`config.mk`:
```
export PLATFORM = sky130hd
export DESIGN_NAME = time_dmr_top
export DESIGN_NICKNAME = d
export VERILOG_FILES = /design/src/hdl/time_dmr_pkg.sv /design/src/hdl/time_dmr_start.sv /design/src/hdl/mac_pipeline.sv /design/src/hdl/time_dmr_end.sv /design/src/hdl/time_dmr_top.sv
export SDC_FILE = /design/constraint.sdc
export NUM_CORES = 1
export LEC_CHECK = 0
export ABC_AREA = 1
export ABC_CLOCK_PERIOD_IN_PS = 8800
export BUFFER_PORTS_ARGS = -buffer_cell sky130_fd_sc_hd__buf_2
export CAP_MARGIN = 20
export CORE_MARGIN = 2
export CORE_UTILIZATION = 23
export CTS_CLUSTER_SIZE = 12
export DETAILED_ROUTE_END_ITERATION = 12
export GPL_TIMING_DRIVEN = 0
export PLACE_DENSITY_LB_ADDON = 0.05
export SETUP_SLACK_MARGIN = 0.15
export SLEW_MARGIN = 10
export SYNTH_ARGS = -nofsm -noshare
export SYNTH_HDL_FRONTEND = slang
export SYNTH_SLANG_ARGS = --single-unit
export TNS_END_PERCENT = 50
```
`constraint.sdc`:
```
create_clock -name clk_i -period 8.8 [get_ports clk_i]
set_input_delay 0.44 -clock clk_i [delete_from_list [all_inputs] [get_ports clk_i]]
set_output_delay 0.44 -clock clk_i [all_outputs]
set_load 0.03 [all_outputs]
```
`src/hdl/time_dmr_pkg.sv`:
```
package time_dmr_pkg;

    ////////////////////
    // Scalar types

    // One operand of the multiply-add
    typedef logic [15:0] operand_t;

    // Low 32 bits of a * b + c
    typedef logic [31:0] result_t;

    // Element ID, shared by both copies of one element, wraps modulo 4
    typedef logic [1:0] dmr_id_t;

    ////////////////////
    // Link payloads

    // Upstream request, the inject mask is only applied to the second copy
    typedef struct packed {
        operand_t a;
        operand_t b;
        operand_t c;
        result_t  inject;
    } mac_req_t;

    // Item entering the pipeline
    // Copy is 0 for the first issue and 1 for the replay
    // Redundant is high when a second copy of the same element follows
    typedef struct packed {
        dmr_id_t  id;
        logic     copy;
        logic     redundant;
        mac_req_t req;
    } pipe_item_t;

    // Item leaving the pipeline, tags unchanged and operands reduced to a result
    typedef struct packed {
        dmr_id_t id;
        logic    copy;
        logic    redundant;
        result_t result;
    } pipe_res_t;

    // Checked response towards downstream
    typedef struct packed {
        result_t result;
        dmr_id_t id;
        logic    needs_retry;
    } mac_rsp_t;

endpackage

```
`src/hdl/time_dmr_start.sv`:
```
module time_dmr_start (
    input  logic                    clk_i,
    input  logic                    rst_i,
    input  logic                    enable_i,

    // Upstream request link
    input  logic                    req_valid_i,
    input  time_dmr_pkg::mac_req_t  req_i,
    output logic                    req_ready_o,

    // Link into the shared pipeline
    output logic                    item_valid_o,
    output time_dmr_pkg::pipe_item_t item_o,
    input  logic                    item_ready_i
);

    // The held request is issued once as copy 0 and then replayed as copy 1
    typedef enum logic {
        issue_first,
        issue_second
    } issue_state_e;

    issue_state_e             state_q;
    logic                     valid_q;
    logic                     redundant_q;
    time_dmr_pkg::dmr_id_t    id_q;
    time_dmr_pkg::mac_req_t   req_q;

    logic req_fire;
    logic item_fire;
    logic last_copy;
    logic item_done;

    ////////////////////
    // Handshake

    // The current item is the last one of its element when it is the replay
    // or when the element was accepted without redundancy
    assign last_copy = (state_q == issue_second) || !redundant_q;

    assign item_fire = valid_q && item_ready_i;
    assign item_done = item_fire && last_copy;

    // A new request fits when nothing is held or the last copy leaves this cycle
    assign req_ready_o = !valid_q || item_done;
    assign req_fire    = req_valid_i && req_ready_o;

    ////////////////////
    // Issue state and ID

    always_ff @(posedge clk_i) begin
        if (rst_i) begin
            valid_q     <= 1'b0;
            state_q     <= issue_first;
            redundant_q <= 1'b0;
            id_q        <= '0;
        end else begin
            if (item_done) begin
                valid_q <= 1'b0;
                state_q <= issue_first;
                // One increment per element, so both copies share the ID
                id_q    <= id_q + time_dmr_pkg::dmr_id_t'(1);
            end else if (item_fire) begin
                // First copy of a redundant pair is gone, replay it next
                state_q <= issue_second;
            end
            // A request accepted in the same cycle as item_done overrides the clear
            if (req_fire) begin
                valid_q     <= 1'b1;
                state_q     <= issue_first;
                // enable_i is sampled per element so a pair is never split
                redundant_q <= enable_i;
            end
        end
    end

    // Request payload, qualified by valid_q
    always_ff @(posedge clk_i) begin
        if (req_fire) begin
            req_q <= req_i;
        end
    end

    ////////////////////
    // Item build

    always_comb begin
        item_o.id        = id_q;
        item_o.copy      = (state_q == issue_second);
        item_o.redundant = redundant_q;
        item_o.req       = req_q;
        // Only the replay carries the upset mask, copy 0 stays clean
        if (state_q == issue_first) begin
            item_o.req.inject = '0;
        end
    end

    assign item_valid_o = valid_q;

endmodule

```
`src/hdl/mac_pipeline.sv`:
```
module mac_pipeline #(
    // Number of register stages, at least 1
    parameter int pipe_depth = 3
) (
    input  logic                     clk_i,
    input  logic                     rst_i,

    // Items from the issue side
    input  logic                     in_valid_i,
    input  time_dmr_pkg::pipe_item_t in_i,
    output logic                     in_ready_o,

    // Results towards the checker
    output logic                     out_valid_o,
    output time_dmr_pkg::pipe_res_t  out_o,
    input  logic                     out_ready_i
);

    time_dmr_pkg::pipe_res_t stage_q [pipe_depth];
    logic [pipe_depth-1:0]   valid_q;
    logic [pipe_depth:0]     stage_ready;

    time_dmr_pkg::result_t   mac_value;
    time_dmr_pkg::pipe_res_t first_stage;

    ////////////////////
    // Stage one datapath

    // Operands are widened first so the product keeps all 32 bits
    assign mac_value = time_dmr_pkg::result_t'(in_i.req.a) * time_dmr_pkg::result_t'(in_i.req.b)
                     + time_dmr_pkg::result_t'(in_i.req.c);

    always_comb begin
        first_stage.id        = in_i.id;
        first_stage.copy      = in_i.copy;
        first_stage.redundant = in_i.redundant;
        // Models a transient upset on the result, mask is zero for copy 0
        first_stage.result    = mac_value ^ in_i.req.inject;
    end

    ////////////////////
    // Stall chain

    // A stage may load when it is empty or its content moves on this cycle
    // so bubbles collapse and only stages holding data stall
    assign stage_ready[pipe_depth] = out_ready_i;
    for (genvar s = 0; s < pipe_depth; s++) begin : gen_ready
        assign stage_ready[s] = !valid_q[s] || stage_ready[s+1];
    end

    assign in_ready_o = stage_ready[0];

    always_ff @(posedge clk_i) begin
        if (rst_i) begin
            valid_q <= '0;
        end else begin
            if (stage_ready[0]) begin
                valid_q[0] <= in_valid_i;
            end
            for (int s = 1; s < pipe_depth; s++) begin
                if (stage_ready[s]) begin
                    valid_q[s] <= valid_q[s-1];
                end
            end
        end
    end

    // Payload registers move only when a valid item is shifted in
    always_ff @(posedge clk_i) begin
        if (stage_ready[0] && in_valid_i) begin
            stage_q[0] <= first_stage;
        end
        for (int s = 1; s < pipe_depth; s++) begin
            if (stage_ready[s] && valid_q[s-1]) begin
                stage_q[s] <= stage_q[s-1];
            end
        end
    end

    assign out_valid_o = valid_q[pipe_depth-1];
    assign out_o       = stage_q[pipe_depth-1];

endmodule

```
`src/hdl/time_dmr_end.sv`:
```
module time_dmr_end (
    input  logic                    clk_i,
    input  logic                    rst_i,
    input  logic                    enable_i,

    // Results from the pipeline exit
    input  logic                    in_valid_i,
    input  time_dmr_pkg::pipe_res_t in_i,
    output logic                    in_ready_o,

    // Checked response towards downstream
    output logic                    rsp_valid_o,
    output time_dmr_pkg::mac_rsp_t  rsp_o,
    input  logic                    rsp_ready_i,

    // One cycle pulse per detected fault
    output logic                    fault_detected_o
);

    // Pairing state, wait_second means a copy 0 is held
    typedef enum logic {
        wait_first,
        wait_second
    } pair_state_e;

    pair_state_e state_q;
    pair_state_e state_d;

    // Held first copy
    time_dmr_pkg::result_t first_result_q;
    time_dmr_pkg::dmr_id_t first_id_q;

    // Response register
    time_dmr_pkg::mac_rsp_t rsp_q;
    time_dmr_pkg::mac_rsp_t rsp_d;
    logic                   rsp_valid_q;

    logic fault_q;
    logic fault_d;

    logic in_fire;
    logic load_first;
    logic load_rsp;
    logic checked;
    logic id_same;
    logic data_same;

    ////////////////////
    // Handshake

    // Input stalls only while a response is held that downstream does not take
    assign in_ready_o = !rsp_valid_q || rsp_ready_i;
    assign in_fire    = in_valid_i && in_ready_o;

    // Items checked against a partner only in redundant mode
    assign checked = enable_i && in_i.redundant;

    ////////////////////
    // Comparison

    // Arriving copy against the held one, both ID and data must agree
    assign id_same   = (in_i.id == first_id_q);
    assign data_same = (in_i.result == first_result_q);

    ////////////////////
    // Pairing FSM

    always_comb begin
        state_d    = state_q;
        load_first = 1'b0;
        load_rsp   = 1'b0;
        fault_d    = 1'b0;

        // Default response is the arriving item itself, no retry
        rsp_d.result      = in_i.result;
        rsp_d.id          = in_i.id;
        rsp_d.needs_retry = 1'b0;

        if (in_fire) begin
            if (!checked) begin
                // Bypass, forward untouched and drop any half pair
                load_rsp = 1'b1;
                state_d  = wait_first;
            end else begin
                case (state_q)
                    wait_first: begin
                        if (!in_i.copy) begin
                            load_first = 1'b1;
                            state_d    = wait_second;
                        end else begin
                            // Replay without a first copy, a sequence fault
                            // Its result cannot be trusted so downstream retries
                            load_rsp          = 1'b1;
                            rsp_d.needs_retry = 1'b1;
                            fault_d           = 1'b1;
                        end
                    end
                    wait_second: begin
                        // The held copy is reported in both branches
                        load_rsp     = 1'b1;
                        rsp_d.result = first_result_q;
                        rsp_d.id     = first_id_q;
                        if (in_i.copy) begin
                            state_d = wait_first;
                            if (!(id_same && data_same)) begin
                                rsp_d.needs_retry = 1'b1;
                                fault_d           = 1'b1;
                            end
                        end else begin
                            // Partner of the held copy never came
                            // The new copy 0 restarts the pairing
                            rsp_d.needs_retry = 1'b1;
                            fault_d           = 1'b1;
                            load_first        = 1'b1;
                        end
                    end
                    default: begin
                        state_d = wait_first;
                    end
                endcase
            end
        end
    end

    ////////////////////
    // Registers

    always_ff @(posedge clk_i) begin
        if (rst_i) begin
            state_q     <= wait_first;
            rsp_valid_q <= 1'b0;
            fault_q     <= 1'b0;
        end else begin
            state_q <= state_d;
            if (load_rsp) begin
                rsp_valid_q <= 1'b1;
            end else if (rsp_ready_i) begin
                rsp_valid_q <= 1'b0;
            end
            // Pulse lines up with the first cycle of the faulty response
            fault_q <= fault_d;
        end
    end

    always_ff @(posedge clk_i) begin
        if (load_first) begin
            first_result_q <= in_i.result;
            first_id_q     <= in_i.id;
        end
        if (load_rsp) begin
            rsp_q <= rsp_d;
        end
    end

    assign rsp_valid_o      = rsp_valid_q;
    assign rsp_o            = rsp_q;
    assign fault_detected_o = fault_q;

endmodule

```
`src/hdl/time_dmr_top.sv`:
```
module time_dmr_top #(
    // Register stages in the multiply-add pipeline
    parameter int pipe_depth = 3
) (
    input  logic                   clk_i,
    input  logic                   rst_i,
    input  logic                   enable_i,

    // Upstream requests
    input  logic                   req_valid_i,
    input  time_dmr_pkg::mac_req_t req_i,
    output logic                   req_ready_o,

    // Downstream responses
    output logic                   rsp_valid_o,
    output time_dmr_pkg::mac_rsp_t rsp_o,
    input  logic                   rsp_ready_i,

    // Fault pulse for error counting
    output logic                   fault_detected_o
);

    ////////////////////
    // Internal links

    // Issue side into the pipeline
    logic                     start_to_pipe_valid;
    logic                     start_to_pipe_ready;
    time_dmr_pkg::pipe_item_t start_to_pipe;

    // Pipeline exit into the checker
    logic                     pipe_to_end_valid;
    logic                     pipe_to_end_ready;
    time_dmr_pkg::pipe_res_t  pipe_to_end;

    // Tags and replays each request
    time_dmr_start start_i (
        .clk_i        (clk_i),
        .rst_i        (rst_i),
        .enable_i     (enable_i),
        .req_valid_i  (req_valid_i),
        .req_i        (req_i),
        .req_ready_o  (req_ready_o),
        .item_valid_o (start_to_pipe_valid),
        .item_o       (start_to_pipe),
        .item_ready_i (start_to_pipe_ready)
    );

    // Shared datapath, both copies pass through it in turn
    mac_pipeline #(
        .pipe_depth (pipe_depth)
    ) pipe_i (
        .clk_i       (clk_i),
        .rst_i       (rst_i),
        .in_valid_i  (start_to_pipe_valid),
        .in_i        (start_to_pipe),
        .in_ready_o  (start_to_pipe_ready),
        .out_valid_o (pipe_to_end_valid),
        .out_o       (pipe_to_end),
        .out_ready_i (pipe_to_end_ready)
    );

    // Pairs copies and reports one checked response per element
    time_dmr_end end_i (
        .clk_i            (clk_i),
        .rst_i            (rst_i),
        .enable_i         (enable_i),
        .in_valid_i       (pipe_to_end_valid),
        .in_i             (pipe_to_end),
        .in_ready_o       (pipe_to_end_ready),
        .rsp_valid_o      (rsp_valid_o),
        .rsp_o            (rsp_o),
        .rsp_ready_i      (rsp_ready_i),
        .fault_detected_o (fault_detected_o)
    );

endmodule

```
==> results of run 1 <==
layout make-up:
| class | count | area [µm²] | share of cell area [%] |
|---|---|---|---|
| tap | 1144 | 1431 | 6.177 |
| multi-input combinational | 1162 | 9339 | 40.30 |
| clock inverter | 23 | 225.2 | 0.9719 |
| sequential | 268 | 7938 | 34.25 |
| clock buffer | 44 | 972.2 | 4.195 |
| buffer | 75 | 294.0 | 1.269 |
| timing repair buffer | 135 | 803.3 | 3.467 |
| inverter | 578 | 2170 | 9.363 |
through the flow:
stage	instances	util [%]	area [µm²]	setup WS (ns)	hold slack, ns
5_1_grt	3429	27.26	23170	1.734	0.01489
4_1_cts	3429	27.26	23170	1.947	0.001315
6_report	3429	27.26	23170	2.044	0.05189
2_1_floorplan	2083	-	19710	3.337	0.4003
3_5_place_dp	3353	25.74	21880	1.958	0.4045
3_3_place_gp	3348	25.58	21750	0.1915	0.4048
critical path: stages (launching register included):
cell,delay [ns]
edfxtp_1,0.31
clkbuf_1,0.49
clkbuf_1,0.63
nand2_1,0.17
fa_1,0.56
inv_1,0.05
fa_1,0.52
inv_1,0.06
fa_1,0.53
inv_1,0.05
fa_1,0.44
fa_1,0.49
inv_1,0.05
fa_1,0.47
inv_1,0.04
ha_1,0.40
nand2_2,0.13
nor2_1,0.34
nand3_1,0.12
nand2_1,0.28
nand2_1,0.12
nand2_1,0.08
nand2_1,0.04
nand2_1,0.07
inv_1,0.04
path summary, 6_finish.rpt:
check | start | to | slack [ns] | cells past startpoint
setup / recovery | start_i.item_o[71] | pipe_i.stage_q[0][31] | 2.04 | 24
hold / removal | req_i[54] | start_i.item_o[54] | 0.05 | 1
setup reg to reg | start_i.item_o[71] | pipe_i.stage_q[0][31] | 2.04 | 24
hold reg to reg | pipe_i.stage_q[0][48] | pipe_i.stage_q[0][84] | 0.41 | 0
routing by layer:
layer  share of wire [%]  global-route usage (%)  up-vias  wire, µm
li1                    -                       -     6508         -
met1                  45                   16.01     6083     24400
met2                  49                   22.27      181     27020
met3                 3.5                   1.873       54      1917
met4                 2.3                   3.577        0      1280
met5                   0                       0        -         0
Yosys cell counts, drive strengths merged:
| library cell | n | area, µm² |
|---|---|---|
| buf | 5 | 31.28 |
| ha | 106 | 1326 |
| nor2 | 69 | 284.0 |
| o21bai | 6 | 45.04 |
| dfxtp | 11 | 220.2 |
| mux2 | 6 | 82.58 |
| a21oi | 33 | 168.9 |
| nor3 | 3 | 20.02 |
| xnor2 | 37 | 324.1 |
| nand2 | 596 | 2255 |
| nand3b | 8 | 72.57 |
| edfxtp | 257 | 7717 |
| clkbuf | 70 | 262.8 |
| nand2b | 1 | 6.260 |
| nand3 | 27 | 150.2 |
| xor2 | 15 | 131.4 |
| o21ai | 38 | 193.9 |
| fa | 210 | 4204 |
| inv | 578 | 2170 |
| nand4 | 6 | 37.54 |
| o211ai | 1 | 7.510 |
logic make-up (layout without fill, tap and decap cells):
family                     count (synthesis)  after routing
and+or+nand+nor                          710            710
buffers and inverters                    653            855
adders and majority gates                316            316
DFF                                      268            268
AOI/OAI and AO/OA                         78             78
xor gates and xnor gates                  52             52
muxes                                      6              6
sequential cells by signal (all words and copies together), names as in the netlist, 2 cells and up:
| signal | flops |
|---|---|
| start_i.id_q | 2 |
| pipe_i.valid_q | 3 |
| end_i.first_result_q | 32 |
| start_i.item_o | 48 |
| pipe_i.stage_q | 108 |
| end_i.rsp_o | 35 |
| start_i.req_q | 32 |
| end_i.first_id_q | 2 |
==> out/qor.yml, run 1 <==
status: "finished, final reports clean"
routabilityCongestion: 0.8203
clock-sinks: 268
cts_made_buffers: 37
die_x_um: 296.7
synthDistinctLibCells: 32
clk_pin_slew_ns: 0.06
grt_pass1_wl_mm: 84.70
viasPerCell: 3.740
numPortBuffers: 121
start_kind: "register"
synthesis.nets: 2484
dp_hpwl_mm: 45.24
dieArea_um2: 88050
grt.overflow.total: 0
drt-total-wl_mm: 54.62
tns_ns: 0
syn_to_final_growth_pct: 17.56
tightestPinTransition_ns: 0.8426
grt_use_total_pct: 12.65
worst_ep_required_time_ns: 9.11
drive_gt1_share_pct: 9.540
finalMaxSlewViolations: 0
ys_warn_count: 0
critPathKind: "register to register"
n_antenna_cell: 0
synth_top_family_by_area: "adder cells"
grt_setup_unrepaired: "no"
netlist_instances: 2083
synth_compound_area_share_pct: 2.108
hp-class: "primary input to register"
yosys-mux-area-fraction_pct: 0.4190
drc: 0
ios: 123
finalSetupViolations: 0
avgSynthCellArea_um2: 9.462
layout.nets: 2658
synth_simple_gate_area_share_pct: 14.33
clkLatencyLatePin_ns: 0.56
grt_max_degree: 38
cts-root-buf: "clkbuf_16"
synth_fa_ha_area_share_pct: 28.06
finalCritPeriodShare_pct: 76.78
timing.fmax_mhz: 148.0
period_minus_slack_ns: 6.756
cts_tree: "done"
ctsHoldBuffers: 9
hold_viol: 0
path_max_fanout: 10
h-tree-depth: 2
maxCapViolations: 0
syn_area_um2: 19710
fillers: 9147
drtPass1Iterations: 4
cts_resized: 0
slew_headroom_pct: 43.83
crit_path_end_kind: "register"
grt_pass1_vias: 13988
vias: 12826
rows: 107
yosysSeqAreaShare_pct: 40.27
initial_utilization_pct: 23.18
skew_ns: 0.02633
mostFrequentLayoutCells: "nand2_1, inv_1, edfxtp_1, fa_1, buf_2"
post-cts-setup-buffer-count: 0
avgRoutedWirePerCell_um: 15.93
clk_path_buf_depth: 3
drt-initial-drc-count: 547
core_area_um2: 85010
die_h_um: 296.7
worstPathArrival_ns: 7.07
mostFrequentLayoutCell: "nand2_1"
ant_nets: 0
antenna_found_initial: 1
synth_xor_area_share_pct: 2.311
ys_ff_latch: 268
Power of run 1 is not shown: default switching activity piles up to over one toggle a cycle in this logic, so the estimate is an artifact.
==> inputs of run 2 (changes only) <==
ABC_CLOCK_PERIOD_IN_PS = 5500   (was 8800)
clock period = 5.5 ns   (was 8.8 ns; I/O delays follow)
==> out/qor.yml, run 2 (synthesis gave the netlist of run 1 again) <==
drive_gt1_share_pct: 20.90
numPortBuffers: 121
start_kind: "register"
worst_ep_required_time_ns: 5.80
grt_pass1_vias: 14734
timing.fmax_mhz: 183.7
clk_path_buf_depth: 3
drc: 0
reg2reg_to: "pipe_i.stage_q[0][31]"
worst-path-buf-inv: 8
grt_setup_unrepaired: "yes"
path_cells: "buf_8 > clkbuf_16 > nand2_4 > inv_2 > fa_1 > inv_2 > fa_2 > fa_1 > inv_1 > fa_1 > fa_1 > inv_2 > fa_1 > inv_2 > ha_4 > nand2_4 > nor2_4 > nand3_2 > nand2_4 > nand2_2 > nand2_1 > nand2_1 > nand2_2 > inv_2"
path_max_fanout: 5
layout.nets: 2789
status: "finished, final reports clean"
cp_slowest_cell: "fa_2"
h-tree-depth: 2
drt-total-wl_mm: 56.83
crit_path_end_kind: "register"
viasPerCell: 3.773
grt_pass1_wl_mm: 87.58
r2r.worst_path.cells: 24
crit_family: "adder cells"
seq_area_um2: 7938
whs_ns: 0.06932
largest_register_ffs: 108
vias: 13433
clkLatencyLatePin_ns: 0.57
syn_to_final_growth_pct: 30.88
hold_viol: 0
die_h_um: 296.7
r2r_start: "start_i.item_o[53]"
n_antenna_cell: 0
worstPathArrival_ns: 5.75
fillers: 8909
core_area_um2: 85010
endpoint: "pipe_i.stage_q[0][31]"
avgRoutedWirePerCell_um: 15.96
skew_ns: 0.03274
grt_use_total_pct: 13.07
mostFrequentLayoutCell: "inv_1"
rows: 107
antenna_found_initial: 1
grt.overflow.total: 0
period_minus_slack_ns: 5.442
die_x_um: 296.7
finalMaxSlewViolations: 0
clk_pin_slew_ns: 0.06
clock-sinks: 268
critPathKind: "register to register"
crit_cells: 24
cts_tree: "done"
dp_hpwl_mm: 45.05
cts_made_buffers: 38
drt-initial-drc-count: 485
mostFrequentLayoutCells: "inv_1, nand2_1, edfxtp_1, fa_1, buf_2"
maxCapViolations: 0
ios: 123
placed_cell_area_um2: 21880
stdcell_area_um2: 25800
crit_start: "start_i.item_o[53]"
ant_nets: 0
tightestPinTransition_ns: 0.8088
initial_utilization_pct: 23.18
largest_register: "pipe_i.stage_q"
hp-class: "primary input to register"
tns_ns: 0
finalSetupViolations: 0
multi_input_area_um2: 9982
utilization_pct: 30.35
slowest_delay_ns: 0.54
finalCritPeriodShare_pct: 98.95
drtPass1Iterations: 4
cts-root-buf: "clkbuf_16"
dieArea_um2: 88050
grt_max_degree: 38
slew_headroom_pct: 46.08
regToRegSetupSlack_ns: 0.06
routabilityCongestion: 0.8239
run 2: changes by cell type in the layout (fill, tap and decap cells not counted), sizes merged:
| cell | delta |
|---|---|
| buf | +76 |
| clkbuf | -15 |
| clkinvlp | -5 |
| dlygate4sd3 | +72 |
| inv | +1 |
| bufinv | +2 |
run 2: per-layer routing:
| metal | up-vias | share of wire (%) | GRT usage (%) |
|---|---|---|---|
| met1 | 6387 | 44 | 16.01 |
| li1 | 6772 | - | - |
| met5 | - | 0 | 0 |
| met4 | 0 | 4.1 | 5.040 |
| met3 | 89 | 3.5 | 2.114 |
| met2 | 185 | 49 | 22.92 |
run 2: through the flow:
step,setup slack (ns),instances
after global placement,-1.354,3348
after detailed placement,-1.365,3353
after CTS,0.08047,3548
final,0.05775,3560
after floorplan,0.1531,2083
after global routing,-0.1551,3560
run 2: worst min path at each step:
stage | from | to | slack [ns] | cells past startpoint
final | rsp_ready_i | end_i.rsp_valid_o | 0.07 | 4
after global routing | rsp_ready_i | end_i.rsp_valid_o | 0.07 | 4
after CTS | rsp_ready_i | end_i.rsp_valid_o | 0.03 | 4
after detailed placement | pipe_i.stage_q[0][18] | pipe_i.stage_q[0][54] | 0.40 | 0
after global placement | pipe_i.stage_q[0][68] | pipe_i.stage_q[0][104] | 0.40 | 0
after floorplan | req_i[32] | start_i.item_o[32] | 0.37 | 0
run 2: layout make-up:
type	instances	share of cell area, %
timing repair buffer	269	8.085
tap	1144	5.549
multi-input combinational	1162	38.69
sequential	268	30.77
inverter	578	8.430
clock buffer	47	3.899
clock inverter	21	0.8779
buffer	71	3.696
run 2: worst min-delay path, stage by stage:
cell	delay [ns]
buf_2	0.09
inv_1	0.07
a21oi_1	0.07
nor2_1	0.07
run 2: timing repair:
| item | 4_1_cts | 5_1_grt |
|---|---|---|
| buffers inserted | 49 | 10 |
| endpoints found under the setup margin | 24 | 21 |
| cloned | 1 | 2 |
| resized for setup | 302 | 97 |
| pin swaps | 52 | 55 |
| hold endpoints to repair | 81 | 0 |
| hold buffers | 81 | 0 |
Power of run 2 is left out for the same reason.
